==> src/fe_pkg.sv <==
package fe_pkg;

  // ----------------------------------------
  // sizes
  // ----------------------------------------
  // address and instruction width
  localparam int unsigned XLEN        = 32;
  // one memory line holds SLOTS instructions
  localparam int unsigned FETCH_WIDTH = 64;
  localparam int unsigned SLOTS       = 2;
  localparam int unsigned LINE_BYTES  = FETCH_WIDTH / 8;
  localparam int unsigned SLOT_IDX_W  = $clog2(SLOTS);
  // history table, indexed by pc[5:2]
  localparam int unsigned BHT_ENTRIES = 16;
  localparam int unsigned BHT_IDX_W   = $clog2(BHT_ENTRIES);
  // fetch queue; requests only while count <= FQ_LOW_MARK
  localparam int unsigned FQ_DEPTH    = 8;
  localparam int unsigned FQ_LOW_MARK = 2;
  localparam int unsigned FQ_PTR_W    = $clog2(FQ_DEPTH);
  localparam int unsigned FQ_CNT_W    = $clog2(FQ_DEPTH + 1);

  // rv32 major opcodes seen by the scanner
  localparam logic [6:0] OPC_BRANCH = 7'b1100011;
  localparam logic [6:0] OPC_JAL    = 7'b1101111;
  localparam logic [6:0] OPC_JALR   = 7'b1100111;

  // ----------------------------------------
  // types
  // ----------------------------------------
  typedef enum logic [1:0] {
    BRANCH,
    JAL,
    JALR,
    OTHER
  } opcode_e;

  // one position of a fetched line
  typedef struct packed {
    logic            valid;
    logic [XLEN-1:0] pc;
    logic [XLEN-1:0] instr;
  } fetch_slot_t;

  // scanner result, imm already sign extended
  typedef struct packed {
    logic            is_branch;
    logic            is_jal;
    logic [XLEN-1:0] imm;
  } scan_t;

  typedef struct packed {
    logic valid;
    logic taken;
  } bht_pred_t;

  // branch outcome from the back end
  typedef struct packed {
    logic            valid;
    logic [XLEN-1:0] pc;
    logic            is_branch;
    logic            taken;
    logic            mispredict;
    logic [XLEN-1:0] target;
  } resolve_t;

  // entry handed to decode
  typedef struct packed {
    logic [XLEN-1:0] pc;
    logic [XLEN-1:0] instr;
    logic            bp_taken;
  } fetch_entry_t;

endpackage
==> src/frontend.sv <==
`timescale 1ns/100ps

module frontend (
  input  logic                           clk_i,
  input  logic                           rst_ni,
  input  logic [fe_pkg::XLEN-1:0]        boot_addr_i,
  input  logic                           flush_bp_i,
  // back end redirects
  input  fe_pkg::resolve_t               resolve_i,
  input  logic                           eret_i,
  input  logic [fe_pkg::XLEN-1:0]        epc_i,
  input  logic                           ex_valid_i,
  input  logic [fe_pkg::XLEN-1:0]        trap_vector_i,
  input  logic                           set_pc_commit_i,
  input  logic [fe_pkg::XLEN-1:0]        pc_commit_i,
  input  logic                           halt_i,
  // instruction memory
  output logic                           fetch_req_o,
  output logic [fe_pkg::XLEN-1:0]        fetch_addr_o,
  input  logic                           fetch_valid_i,
  input  logic [fe_pkg::FETCH_WIDTH-1:0] fetch_data_i,
  // decode
  output fe_pkg::fetch_entry_t           fetch_entry_o,
  output logic                           fetch_entry_valid_o,
  input  logic                           fetch_entry_ready_i
);
  import fe_pkg::*;

  fetch_slot_t  [SLOTS-1:0]           slots;
  scan_t        [SLOTS-1:0]           scan;
  bht_pred_t    [SLOTS-1:0]           bht_pred;
  fetch_entry_t [SLOTS-1:0]           entries;
  logic [SLOTS-1:0][XLEN-1:0]         slot_pc;
  logic [SLOTS-1:0]                   push;
  logic [XLEN-1:0]                    req_addr_q;
  logic [XLEN-1:0]                    bp_target;
  logic                               bp_valid;
  logic                               fq_ready;
  logic                               drop;
  logic                               flush;

  // ----------------------------------------
  // pc and memory request
  // ----------------------------------------
  pc_gen pc_gen_inst (
    .clk_i           (clk_i),
    .rst_ni          (rst_ni),
    .boot_addr_i     (boot_addr_i),
    .resolve_i       (resolve_i),
    .eret_i          (eret_i),
    .epc_i           (epc_i),
    .ex_valid_i      (ex_valid_i),
    .trap_vector_i   (trap_vector_i),
    .set_pc_commit_i (set_pc_commit_i),
    .pc_commit_i     (pc_commit_i),
    .halt_i          (halt_i),
    .bp_valid_i      (bp_valid),
    .bp_target_i     (bp_target),
    .fq_ready_i      (fq_ready),
    .fetch_req_o     (fetch_req_o),
    .fetch_addr_o    (fetch_addr_o),
    .req_addr_q_o    (req_addr_q),
    .drop_o          (drop),
    .flush_o         (flush)
  );

  fetch_stage fetch_stage_inst (
    .clk_i         (clk_i),
    .rst_ni        (rst_ni),
    .fetch_valid_i (fetch_valid_i),
    .fetch_data_i  (fetch_data_i),
    .fetch_addr_i  (req_addr_q),
    .drop_i        (drop),
    .flush_i       (flush),
    .slots_o       (slots)
  );

  // one scanner per slot
  for (genvar i = 0; i < SLOTS; i++) begin : gen_scan
    assign slot_pc[i] = slots[i].pc;
    instr_scan instr_scan_inst (
      .instr_i (slots[i].instr),
      .scan_o  (scan[i])
    );
  end

  // ----------------------------------------
  // prediction and queue
  // ----------------------------------------
  bht bht_inst (
    .clk_i      (clk_i),
    .rst_ni     (rst_ni),
    .flush_bp_i (flush_bp_i),
    .pc_i       (slot_pc),
    .pred_o     (bht_pred),
    .resolve_i  (resolve_i)
  );

  branch_predict branch_predict_inst (
    .slots_i     (slots),
    .scan_i      (scan),
    .bht_pred_i  (bht_pred),
    .bp_valid_o  (bp_valid),
    .bp_target_o (bp_target),
    .push_o      (push),
    .entries_o   (entries)
  );

  fetch_queue fetch_queue_inst (
    .clk_i               (clk_i),
    .rst_ni              (rst_ni),
    .flush_i             (flush),
    .push_i              (push),
    .entries_i           (entries),
    .fq_ready_o          (fq_ready),
    .fetch_entry_o       (fetch_entry_o),
    .fetch_entry_valid_o (fetch_entry_valid_o),
    .fetch_entry_ready_i (fetch_entry_ready_i)
  );

endmodule

==> src/fetch_queue.sv <==
`timescale 1ns/100ps

module fetch_queue (
  input  logic                                     clk_i,
  input  logic                                     rst_ni,
  input  logic                                     flush_i,
  input  logic [fe_pkg::SLOTS-1:0]                 push_i,
  input  fe_pkg::fetch_entry_t [fe_pkg::SLOTS-1:0] entries_i,
  output logic                                     fq_ready_o,
  output fe_pkg::fetch_entry_t                     fetch_entry_o,
  output logic                                     fetch_entry_valid_o,
  input  logic                                     fetch_entry_ready_i
);
  import fe_pkg::*;

  fetch_entry_t [FQ_DEPTH-1:0]      mem_q;
  logic [FQ_PTR_W-1:0]              wr_ptr_q, rd_ptr_q;
  logic [FQ_CNT_W-1:0]              count_q;
  logic [FQ_CNT_W-1:0]              n_push;
  logic [SLOTS-1:0][FQ_PTR_W-1:0]   wr_idx;
  logic                             pop;

  // pushed entries pack densely, slot 0 first
  always_comb begin
    n_push = '0;
    for (int i = 0; i < SLOTS; i++) begin
      wr_idx[i] = wr_ptr_q + n_push[FQ_PTR_W-1:0];
      if (push_i[i]) n_push = n_push + FQ_CNT_W'(1);
    end
  end

  assign fetch_entry_valid_o = (count_q != '0);
  assign fetch_entry_o       = mem_q[rd_ptr_q];
  assign pop                 = fetch_entry_valid_o & fetch_entry_ready_i;
  // low watermark leaves room for three requests in flight
  assign fq_ready_o          = (count_q <= FQ_CNT_W'(FQ_LOW_MARK));

  // ----------------------------------------
  // pointers
  // ----------------------------------------
  always_ff @(posedge clk_i or negedge rst_ni) begin
    if (!rst_ni) begin
      wr_ptr_q <= '0;
      rd_ptr_q <= '0;
      count_q  <= '0;
    end else if (flush_i) begin
      wr_ptr_q <= '0;
      rd_ptr_q <= '0;
      count_q  <= '0;
    end else begin
      wr_ptr_q <= wr_ptr_q + n_push[FQ_PTR_W-1:0];
      rd_ptr_q <= rd_ptr_q + FQ_PTR_W'(pop);
      count_q  <= count_q + n_push - FQ_CNT_W'(pop);
    end
  end

  always_ff @(posedge clk_i) begin
    for (int i = 0; i < SLOTS; i++) begin
      if (push_i[i]) mem_q[wr_idx[i]] <= entries_i[i];
    end
  end

endmodule

==> src/pc_gen.sv <==
`timescale 1ns/100ps

module pc_gen (
  input  logic                    clk_i,
  input  logic                    rst_ni,
  input  logic [fe_pkg::XLEN-1:0] boot_addr_i,
  // back end redirects
  input  fe_pkg::resolve_t        resolve_i,
  input  logic                    eret_i,
  input  logic [fe_pkg::XLEN-1:0] epc_i,
  input  logic                    ex_valid_i,
  input  logic [fe_pkg::XLEN-1:0] trap_vector_i,
  input  logic                    set_pc_commit_i,
  input  logic [fe_pkg::XLEN-1:0] pc_commit_i,
  input  logic                    halt_i,
  // taken prediction on the held line
  input  logic                    bp_valid_i,
  input  logic [fe_pkg::XLEN-1:0] bp_target_i,
  input  logic                    fq_ready_i,
  output logic                    fetch_req_o,
  output logic [fe_pkg::XLEN-1:0] fetch_addr_o,
  output logic [fe_pkg::XLEN-1:0] req_addr_q_o,
  output logic                    drop_o,
  output logic                    flush_o
);
  import fe_pkg::*;

  logic [XLEN-1:0] npc_d, npc_q;
  logic [XLEN-1:0] fetch_pc;
  logic            boot_load_q;
  logic            mispredict;
  logic            redirect;

  assign mispredict = resolve_i.valid & resolve_i.mispredict;
  assign redirect   = mispredict | eret_i | ex_valid_i | set_pc_commit_i;

  // boot address on the first cycle, a taken target overrides
  always_comb begin
    fetch_pc = boot_load_q ? boot_addr_i : npc_q;
    if (bp_valid_i) begin
      fetch_pc = bp_target_i;
    end
  end

  // ----------------------------------------
  // memory request
  // ----------------------------------------
  // a request in a redirect cycle would come back wrong path
  assign fetch_req_o  = rst_ni & fq_ready_i & ~redirect;
  assign fetch_addr_o = fetch_pc & ~XLEN'(LINE_BYTES - 1);
  // response now in flight is stale on redirect or taken jump
  assign drop_o       = redirect | bp_valid_i;
  assign flush_o      = redirect;

  // next pc, later redirects win
  always_comb begin
    npc_d = fetch_pc;
    if (fetch_req_o) npc_d = fetch_addr_o + XLEN'(LINE_BYTES);
    if (mispredict) npc_d = resolve_i.target;
    if (eret_i) npc_d = epc_i;
    if (ex_valid_i) npc_d = trap_vector_i;
    // halted commit restarts at the instruction itself
    if (set_pc_commit_i) npc_d = halt_i ? pc_commit_i : pc_commit_i + XLEN'(4);
  end

  always_ff @(posedge clk_i or negedge rst_ni) begin
    if (!rst_ni) begin
      boot_load_q <= 1'b1;
      npc_q       <= '0;
    end else begin
      boot_load_q <= 1'b0;
      npc_q       <= npc_d;
    end
  end

  // full pc of the request, bit 2 tells fetch_stage the entry slot
  always_ff @(posedge clk_i) begin
    req_addr_q_o <= fetch_pc;
  end

endmodule

==> src/branch_predict.sv <==
`timescale 1ns/100ps

module branch_predict (
  input  fe_pkg::fetch_slot_t  [fe_pkg::SLOTS-1:0] slots_i,
  input  fe_pkg::scan_t        [fe_pkg::SLOTS-1:0] scan_i,
  input  fe_pkg::bht_pred_t    [fe_pkg::SLOTS-1:0] bht_pred_i,
  output logic                                    bp_valid_o,
  output logic [fe_pkg::XLEN-1:0]                 bp_target_o,
  output logic [fe_pkg::SLOTS-1:0]                push_o,
  output fe_pkg::fetch_entry_t [fe_pkg::SLOTS-1:0] entries_o
);
  import fe_pkg::*;

  logic [SLOTS-1:0] taken;

  // per slot taken decision
  always_comb begin
    for (int i = 0; i < SLOTS; i++) begin
      if (!slots_i[i].valid) begin
        taken[i] = 1'b0;
      end else if (scan_i[i].is_jal) begin
        taken[i] = 1'b1;
      end else if (scan_i[i].is_branch) begin
        // dynamic counter if present, else backward taken
        taken[i] = bht_pred_i[i].valid ? bht_pred_i[i].taken
                                       : scan_i[i].imm[XLEN-1];
      end else begin
        taken[i] = 1'b0;
      end
    end
  end

  // ----------------------------------------
  // lowest taken slot wins
  // ----------------------------------------
  always_comb begin
    bp_valid_o  = 1'b0;
    bp_target_o = '0;
    push_o      = '0;
    for (int i = 0; i < SLOTS; i++) begin
      entries_o[i].pc       = slots_i[i].pc;
      entries_o[i].instr    = slots_i[i].instr;
      entries_o[i].bp_taken = taken[i];
      // slots after a taken one are shadowed
      if (slots_i[i].valid && !bp_valid_o) begin
        push_o[i] = 1'b1;
        if (taken[i]) begin
          bp_valid_o  = 1'b1;
          bp_target_o = slots_i[i].pc + scan_i[i].imm;
        end
      end
    end
  end

endmodule

==> src/bht.sv <==
`timescale 1ns/100ps

module bht (
  input  logic                                         clk_i,
  input  logic                                         rst_ni,
  input  logic                                         flush_bp_i,
  input  logic [fe_pkg::SLOTS-1:0][fe_pkg::XLEN-1:0]   pc_i,
  output fe_pkg::bht_pred_t [fe_pkg::SLOTS-1:0]         pred_o,
  input  fe_pkg::resolve_t                             resolve_i
);
  import fe_pkg::*;

  logic [BHT_ENTRIES-1:0]      valid_q;
  logic [BHT_ENTRIES-1:0][1:0] cnt_q;
  logic [BHT_IDX_W-1:0]        upd_idx;
  logic                        upd;

  // read ports
  always_comb begin
    for (int i = 0; i < SLOTS; i++) begin
      pred_o[i].valid = valid_q[pc_i[i][BHT_IDX_W+1:2]];
      pred_o[i].taken = cnt_q[pc_i[i][BHT_IDX_W+1:2]][1];
    end
  end

  // ----------------------------------------
  // training
  // ----------------------------------------
  assign upd     = resolve_i.valid & resolve_i.is_branch;
  assign upd_idx = resolve_i.pc[BHT_IDX_W+1:2];

  always_ff @(posedge clk_i or negedge rst_ni) begin
    if (!rst_ni) begin
      valid_q <= '0;
    end else if (flush_bp_i) begin
      valid_q <= '0;
    end else if (upd) begin
      valid_q[upd_idx] <= 1'b1;
    end
  end

  // counters are meaningless until the entry is valid
  always_ff @(posedge clk_i) begin
    if (upd) begin
      if (!valid_q[upd_idx]) begin
        // first outcome seeds a weak state
        cnt_q[upd_idx] <= resolve_i.taken ? 2'b10 : 2'b01;
      end else if (resolve_i.taken) begin
        if (cnt_q[upd_idx] != 2'b11) cnt_q[upd_idx] <= cnt_q[upd_idx] + 2'b01;
      end else begin
        if (cnt_q[upd_idx] != 2'b00) cnt_q[upd_idx] <= cnt_q[upd_idx] - 2'b01;
      end
    end
  end

endmodule

==> src/fetch_stage.sv <==
`timescale 1ns/100ps

module fetch_stage (
  input  logic                                   clk_i,
  input  logic                                   rst_ni,
  input  logic                                   fetch_valid_i,
  input  logic [fe_pkg::FETCH_WIDTH-1:0]         fetch_data_i,
  input  logic [fe_pkg::XLEN-1:0]                fetch_addr_i,
  input  logic                                   drop_i,
  input  logic                                   flush_i,
  output fe_pkg::fetch_slot_t [fe_pkg::SLOTS-1:0] slots_o
);
  import fe_pkg::*;

  logic                   line_valid_q;
  logic [FETCH_WIDTH-1:0] line_q;
  logic [XLEN-1:0]        addr_q;
  logic [XLEN-1:0]        line_base;

  // held line lives one cycle only
  // a response arriving while drop is high is wrong path
  always_ff @(posedge clk_i or negedge rst_ni) begin
    if (!rst_ni) begin
      line_valid_q <= 1'b0;
    end else if (flush_i) begin
      line_valid_q <= 1'b0;
    end else begin
      line_valid_q <= fetch_valid_i & ~drop_i;
    end
  end

  always_ff @(posedge clk_i) begin
    if (fetch_valid_i) begin
      line_q <= fetch_data_i;
      addr_q <= fetch_addr_i;
    end
  end

  assign line_base = addr_q & ~XLEN'(LINE_BYTES - 1);

  // split the line into slots
  // slots below the requested word were jumped over
  always_comb begin
    for (int i = 0; i < SLOTS; i++) begin
      slots_o[i].pc    = line_base + XLEN'(4 * i);
      slots_o[i].instr = line_q[i*XLEN +: XLEN];
      slots_o[i].valid = line_valid_q & (i >= int'(addr_q[SLOT_IDX_W+1:2]));
    end
  end

endmodule

==> src/instr_scan.sv <==
`timescale 1ns/100ps

module instr_scan (
  input  logic [fe_pkg::XLEN-1:0] instr_i,
  output fe_pkg::scan_t           scan_o
);
  import fe_pkg::*;

  opcode_e opc;

  // opcode group
  always_comb begin
    case (instr_i[6:0])
      OPC_BRANCH: opc = BRANCH;
      OPC_JAL:    opc = JAL;
      OPC_JALR:   opc = JALR;
      default:    opc = OTHER;
    endcase
  end

  always_comb begin
    scan_o = '0;
    case (opc)
      BRANCH: begin
        scan_o.is_branch = 1'b1;
        // b-type offset, bit 0 always zero
        scan_o.imm = {{20{instr_i[31]}}, instr_i[7], instr_i[30:25],
                      instr_i[11:8], 1'b0};
      end
      JAL: begin
        scan_o.is_jal = 1'b1;
        // j-type offset
        scan_o.imm = {{12{instr_i[31]}}, instr_i[19:12], instr_i[20],
                      instr_i[30:21], 1'b0};
      end
      // target comes from a register, not predicted
      // so the fetch simply runs on sequentially
      JALR: scan_o = '0;
      default: scan_o = '0;
    endcase
  end

endmodule

==> config.mk <==
export PLATFORM = sky130hd
export DESIGN_NAME = frontend
export DESIGN_NICKNAME = d
export VERILOG_FILES = /design/src/fe_pkg.sv /design/src/frontend.sv /design/src/fetch_queue.sv /design/src/pc_gen.sv /design/src/branch_predict.sv /design/src/bht.sv /design/src/fetch_stage.sv /design/src/instr_scan.sv
export SDC_FILE = /design/constraint.sdc
export NUM_CORES = 2
export LEC_CHECK = 0
export ABC_AREA = 0
export BUFFER_PORTS_ARGS = -buffer_cell sky130_fd_sc_hd__buf_2
export CAP_MARGIN = 20
export CORE_MARGIN = 2
export CORE_UTILIZATION = 25
export CTS_BUF_LIST = sky130_fd_sc_hd__clkbuf_2 sky130_fd_sc_hd__clkbuf_4 sky130_fd_sc_hd__clkbuf_8
export CTS_CLUSTER_DIAMETER = 80
export CTS_CLUSTER_SIZE = 40
export DETAILED_ROUTE_END_ITERATION = 8
export PLACE_DENSITY = 0.41
export SYNTH_ARGS = -nofsm -noshare
export SYNTH_HDL_FRONTEND = slang
export SYNTH_SLANG_ARGS = --single-unit
==> constraint.sdc <==
create_clock -name clk_i -period 12.1 [get_ports clk_i]
set_input_delay 0.605 -clock clk_i [delete_from_list [all_inputs] [get_ports clk_i]]
set_output_delay 0.605 -clock clk_i [all_outputs]
set_load 0.01 [all_outputs]
Yosys cells after proc, flatten, opt, wreduce, memory -nomap -nowiden
Cells that the tools add are included.
Operators by class
  add/subtract/negate cells: 13
  reduce and logical (&&, ||, !) cells: 11
  bitwise gates (word level): 14
  magnitude comparators: 11
  eq/ne operators: 11
  mux-type cells: 76
Operators by type and width (count)
  520-bit bitwise mux: 2
  520-bit two-way mux: 2
  32-bit two-way mux: 16
  65-bit demux with 3-bit select: 2
  65-bit binary-select mux with 3-bit select: 1
  65-bit two-way mux: 3
  32-bit case mux with 2 select lines: 2
  32-bit bitwise mux: 3
  32-bit by 3-bit adder with 32-bit output (second input constant): 2
  32-bit adder: 2
  7-bit equality test (second input constant): 6
  32-bit by 4-bit adder with 32-bit output (second input constant): 1
  16-bit two-way mux: 2
  1-bit two-way mux: 24
  2-bit binary-select mux with 4-bit select: 2
  16-bit OR: 1
  4-bit by 5-bit less-than comparator with 1-bit output (second input constant): 3
  3-bit by 4-bit less-than comparator with 1-bit output (second input constant): 3
  2-bit case mux with 3 select lines: 2
  2-bit two-way mux: 5
  1-bit binary-select mux with 4-bit select: 2
  2-bit demux with 4-bit select: 1
  4-bit two-way mux: 2
  1-bit AND: 7
  26 further kinds: 40
Word-level totals
  input bits: 269
  register bits: 740

Logic depth before layout (Yosys ltp)
  depth after elaboration: 20
  gate-level depth with buffers: 23
  mapped depth without buffers: 20

By module
Synthesis repeated with hierarchy kept, for this count alone.
Unflattened totals
  cell total of the unflattened synthesis: 3814
  area total of the unflattened synthesis: 44385.1 µm²
By module, submodules not included
  fetch_queue: area an instance 27327.5 µm², cells each 1987, instances 1
  pc_gen: area an instance 5002.3 µm², cells each 606, instances 1
  branch_predict: area an instance 4440.5 µm², cells each 613, instances 1
  fetch_stage: area an instance 3362.0 µm², cells each 164, instances 1
  bht: area an instance 3196.8 µm², cells each 296, instances 1
  instr_scan: area an instance 528.0 µm², cells each 74, instances 2

Worst setup path after synthesis
OpenSTA, ideal clock, no wires.
  path type: reg-to-reg
  start: register fetch_stage_inst.line_q[1]
  end: register pc_gen_inst.npc_q[31]
  period minus slack after synthesis: 5470 ps
  path buffers: 1
  library setup time: 131 ps
  required time: 11969 ps
  path slack: 6630 ps
  cell stages (with the launch flop): 20
  arrival: 5339 ps
  cells stage by stage: edfxtp_1 -> clkbuf_1 -> and3_1 -> nand2_1 -> nor3_1 -> nor2_1 -> nor2_1 -> ha_1 -> nand2_1 -> nor2_1 -> a2111oi_0 -> o21ai_0 -> a221oi_1 -> o21bai_1 -> mux2i_1 -> a211oi_1 -> nand4_1 -> or4_1 -> and3_1 -> or3_1
On the way
  longest elaborated chain between the ends: 20
Ends and longest elaborated chain
  start: declaration: RTL line fetch_stage.sv:16  | logic [FETCH_WIDTH-1:0] line_q;
  start signal: assignment: RTL line fetch_stage.sv:34  | line_q <= fetch_data_i;
  7-bit equality test: RTL line instr_scan.sv:13  | case (instr_i[6:0])
  2-bit case mux with 3 select lines (*): RTL line instr_scan.sv:13
  parallel branches: the longest is 11 deep, another holds 32-bit adder
  32-bit two-way mux (*): RTL line pc_gen.sv:40  | if (bp_valid_i) begin
  32-bit by 4-bit adder with 32-bit output: RTL line pc_gen.sv:58  | if (fetch_req_o) npc_d = fetch_addr_o + XLEN'(LINE_BYTES);
  32-bit two-way mux (*): RTL line pc_gen.sv:58
  32-bit two-way mux (*): RTL line pc_gen.sv:59  | if (mispredict) npc_d = resolve_i.target;
  32-bit two-way mux (*): RTL line pc_gen.sv:60  | if (eret_i) npc_d = epc_i;
  32-bit two-way mux (*): RTL line pc_gen.sv:61  | if (ex_valid_i) npc_d = trap_vector_i;
  32-bit two-way mux (*): RTL line pc_gen.sv:63  | if (set_pc_commit_i) npc_d = halt_i ? pc_commit_i : pc_commit_i + XLEN'(4);
  named net pc_gen_inst.npc_d[31]: RTL line pc_gen.sv:28  | logic [XLEN-1:0] npc_d, npc_q;
  end signal: assignment: RTL line pc_gen.sv:72  | npc_q <= npc_d;
  end: declaration: RTL line pc_gen.sv:28
Mark *: on every way through the listed nets, which the timed path passes.
A chain may end at the register's enable or synchronous reset.

Worst setup path in the final report
  start: register fetch_stage_inst.line_q[33]
  end: output port fetch_addr_o[30] (netlist bit)
On the way
  longest elaborated chain between the ends: 11
Ends and longest elaborated chain
  7-bit equality test: RTL line instr_scan.sv:13
  2-bit case mux with 3 select lines (*): RTL line instr_scan.sv:13
  parallel branches: the longest is 8 deep, another holds 32-bit adder
  32-bit two-way mux (*): RTL line pc_gen.sv:40
  end: declaration: RTL line frontend.sv:19  | output logic [fe_pkg::XLEN-1:0] fetch_addr_o,
Mark *: on every way between the ends.

==> results by stage <==
Outcome:
- The flow ran to the end, and the final reports show no timing, DRC or antenna violations.

Floorplan:
- The effective utilization at floorplan is 0.251.
- The row count is 142.
- From left edge to right edge, the die measures 392 um.
- In this run the standard cell core region covers 150000 um2.
- The count of pins on the block boundary is 368.
- The area of the die is 154000 um2.
- The height of the chip is 392 um.

Placed design:
- The final weighted congestion in routability-driven placement is 0.836.
- The post-DP HPWL is 90.6 mm.
- The number of port buffers is 326.
- The placed instances occupy a cell area of 40900 um2.
- The post-placement setup slack is 4.57 ns.

Final layout:
- The ratio of cells with drive above 1 in the final layout is 0.254.
- Summing all non-filler instances in the final layout gives an area of 42700 um2.
- From synthesis to final layout, the design area changed by 13.4%.
- The final net count is 4132.

Power:
- The internal power of the cells is 0.00343 W.
- The sum of internal, switching and leakage power is 0.00499 W.
- The share of total power dissipated in combinational logic is 0.151.
- Of the total power, the clock network draws 0.296.
- Of the total power, registers draw 0.553.
- Of the total power, the share spent switching nets is 0.313.
- In this run the static leakage power is 17.3 nW.
- The switching power summed over all nets is 0.00156 W.
- For this design the ratio of total power to cell area is 117 nW/um2.
- The worst vdd rail ir drop is 0.0000703 V.

Yosys:
- Yosys mapped a number of flops with a built-in enable equal to 126.
- The most used flip-flop cell after synthesis is sky130_fd_sc_hd__dfxtp_1.
- The most numerous cell in the Yosys netlist is sky130_fd_sc_hd__dfxtp_1.
- Counting flops with an async set or reset pin after synthesis yields a share of 0.0790.
- In the post-synthesis netlist, the biggest area contributors are sky130_fd_sc_hd__dfxtp_1, sky130_fd_sc_hd__edfxtp_1, sky130_fd_sc_hd__mux2_2.
- The sequential fraction of the synthesis area is 0.431.
- The share of the synthesized area in the top cell type is 0.292.
- After synthesis the cells add up to 37700 um2.
- The Yosys warning count is 0.
- The count of distinct cell types in the synthesized netlist is 93.
- Synthesis handed over a netlist of 3626 instances.
- In this run, synthesis produced a sequential element count of 734.
- The commonest cells after synthesis are sky130_fd_sc_hd__dfxtp_1, sky130_fd_sc_hd__nor2_1, sky130_fd_sc_hd__mux2_2, sky130_fd_sc_hd__nand2_1, sky130_fd_sc_hd__mux2i_1.
- The cell accounting for the most synthesized area is sky130_fd_sc_hd__dfxtp_1.
- The mean area per synthesized cell is 10.4 um2.

STA:
- The number of pins exceeding their max-slew limit in the final report came to 0.
- Dividing the final minimum period by the clock period gives 0.587.
- The number of failing setup endpoints in the final timing report is 0.
- Counting I/O delays and the setup requirement, the final critical path takes 7.10 ns.
- The final hold violation count was 0.
- The maximum clock frequency is 0.141 GHz.
- The worst setup slack after layout is 5.00 ns.
- The clock skew after layout is 0.131 ns.
- The relative max-transition margin is 0.312.
- At the pin with the least slew margin, the transition time is 1.02 ns.
- Setup repair after global routing left no endpoint under its margin.
- Across all hold checks on the routed design, the worst slack comes to 0.0663 ns.
- The sum of negative setup slack is 0 ns.

Clock network:
- The clock sink count is 734.
- The H-tree generated during clock tree synthesis spans 2 levels.
- Clock-pin slew was measured on the worst setup and hold paths at 0.18 ns.
- Counting along the longest clock path gives a buffer depth of 3.
- TritonCTS built the clock tree.
- The total clock buffers created by CTS is 42.
- The buffer type at the clock tree root is sky130_fd_sc_hd__clkbuf_8.
- The clock reaches the later pin of the worst-skew pair after 0.82 ns.

Setup path:
- The kind of critical path is register to output pin.
- The number of buffers and inverters on the critical path is 3.
- Walking the worst path, the cells encountered are nand3_1, nor4_2, or2_1, buf_4, and2_1, ha_1, a21o_1, a211o_1, o31ai_1, o21ai_1, a2111o_1, a21oi_1, a2bb2oi_1, inv_1, buf_2.
- For the worst setup path, the data arrival time is 6.49 ns.
- The largest single stage delay on the critical path is 0.89 ns.
- The family with the most delay on the worst path is compound AO/OA/AOI/OAI gates.
- The type of element launching the critical path is a register.
- The data required time of the critical path is 11.49 ns.
- The worst-path maximum fanout is 14.
- The element type at the critical path end is an output pin.
- The slowest stage of the critical path is the sky130_fd_sc_hd__nor4_2 cell.

Worst hold path:
- In this run the worst hold path is classified as input port to register.

Drt:
- The routed design has 134 mm of wire.
- The pre-antenna-repair detailed-routing pass consisted of 8 iterations.
- In the routed design, unresolved DRC markers number 0.
- Across all layers, the routed design uses 27900 vias.
- The count of nets left with antenna violations once routing finished came out at 0.
- The starting DRC count in detailed routing is 1646.
- In the final routed layout, each cell accounts on average for 22.9 um.
- The mean number of vias per cell is 4.78.

Global route:
- The via count of the first global-routing pass is 27500.
- Entering global routing, the biggest net connects 71 pins.
- The initial antenna violation count was 22.
- The remaining global-route overflow is 0.
- The total global-route track usage is 0.171.
- The first global-routing pass estimated 194 mm of wire.

Flow run:
- Max-cap violations in this run came to 0.
## sequential cells by signal, indices dropped and copies added (netlist names)
signal / flops
fetch_queue_inst.mem_q: 520
fetch_stage_inst.line_q: 64
bht_inst.cnt_q: 32
fetch_stage_inst.addr_q: 30
pc_gen_inst.npc_q: 30
pc_gen_inst.req_addr_q_o: 30
bht_inst.valid_q: 16
fetch_queue_inst.count_q: 4
fetch_queue_inst.rd_ptr_q: 3
fetch_queue_inst.wr_ptr_q: 3
fetch_stage_inst.line_valid_q: 1
pc_gen_inst.boot_load_q: 1
## power groups by stage
stage / Clock (W) / Sequential, W / Combinational [W]
floorplan: 0 / 0.00271 / 0.000487
global placement: 0 / 0.00282 / 0.000747
detailed placement: 0 / 0.00282 / 0.000750
CTS: 0.00155 / 0.00276 / 0.000769
global route: 0.00163 / 0.00278 / 0.000819
finish: 0.00148 / 0.00276 / 0.000752
## what timing repair did
item | CTS | global route
buffers inserted | 0 | 0
hold buffers | 58 | 1
gates resized for setup | 0 | 0
hold endpoints to repair | 84 | 1
## cell type report
class                      count  area (um2)
antenna                        5        12.5
clock buffer                  42         578
clock inverter                36         586
fill                       15600      107000
inverter                      54         203
multi-input combinational   2512       19900
sequential                   734       16300
tap                         2016        2520
timing repair buffer         442        2670
## routing by layer
layer  wire length [um]  up-vias  track usage  part of all wire
li1                   -    13400            -                 -
met1              62100    13800        0.234              0.46
met2              64000      597        0.288              0.48
met3               5390      109       0.0207             0.040
met4               2380       14       0.0324             0.018
met5                 73        -            0           0.00055
## placed cells by master (no fill, tap or decap), types with 29 or more instances in the layout
cell	n
sky130_fd_sc_hd__a21o_1	45
sky130_fd_sc_hd__a21oi_1	244
sky130_fd_sc_hd__buf_2	325
sky130_fd_sc_hd__buf_4	56
sky130_fd_sc_hd__clkbuf_8	43
sky130_fd_sc_hd__dfrtp_1	54
sky130_fd_sc_hd__dfxtp_1	550
sky130_fd_sc_hd__dlygate4sd3_1	59
sky130_fd_sc_hd__edfxtp_1	126
sky130_fd_sc_hd__ha_1	73
sky130_fd_sc_hd__inv_1	54
sky130_fd_sc_hd__mux2_2	314
sky130_fd_sc_hd__mux2i_1	294
sky130_fd_sc_hd__mux4_2	147
sky130_fd_sc_hd__nand2_1	293
sky130_fd_sc_hd__nand3_1	44
sky130_fd_sc_hd__nor2_1	327
sky130_fd_sc_hd__nor3_1	29
sky130_fd_sc_hd__o21ai_0	211
sky130_fd_sc_hd__xnor2_1	55
sky130_fd_sc_hd__xor2_1	44
## per-stage QoR
stage	std cells	util
6_report	5841	0.285
4_1_cts	5834	0.285
2_1_floorplan	3629	-
3_3_place_gp	5697	0.273
3_5_place_dp	5698	0.273
5_1_grt	5839	0.285
## final timing paths
kind | start | cells past startpoint | end | slack, ns
worst max-delay path | fetch_stage_inst.line_q[33] | 15 | fetch_addr_o[30] | 5.00
min in group asynchronous | rst_ni | 2 | fetch_queue_inst.count_q[3] | 0.45
worst max register to register | fetch_stage_inst.line_q[6] | 18 | pc_gen_inst.npc_q[31] | 5.02
max in group asynchronous | rst_ni | 3 | fetch_stage_inst.line_valid_q | 10.56
worst min-delay path | fetch_data_i[3] | 1 | fetch_stage_inst.line_q[3] | 0.07
worst min register to register | pc_gen_inst.req_addr_q_o[21] | 0 | fetch_stage_inst.addr_q[21] | 0.31
## logic make-up (layout without fill, tap and decap cells)
logic type      count (synthesis)  in the layout  share of synthesized area
mux                           758            758                      0.261
buf+inv                       383            574                     0.0427
flops                         734            734                      0.431
simple gates                  886            886                      0.106
fa+ha+maj                      77             77                     0.0264
compound gates                688            688                      0.109
other cells                     1              9                  0.0000996
xor+xnor                       99             99                     0.0230
Power figures use the tool's default switching activity.
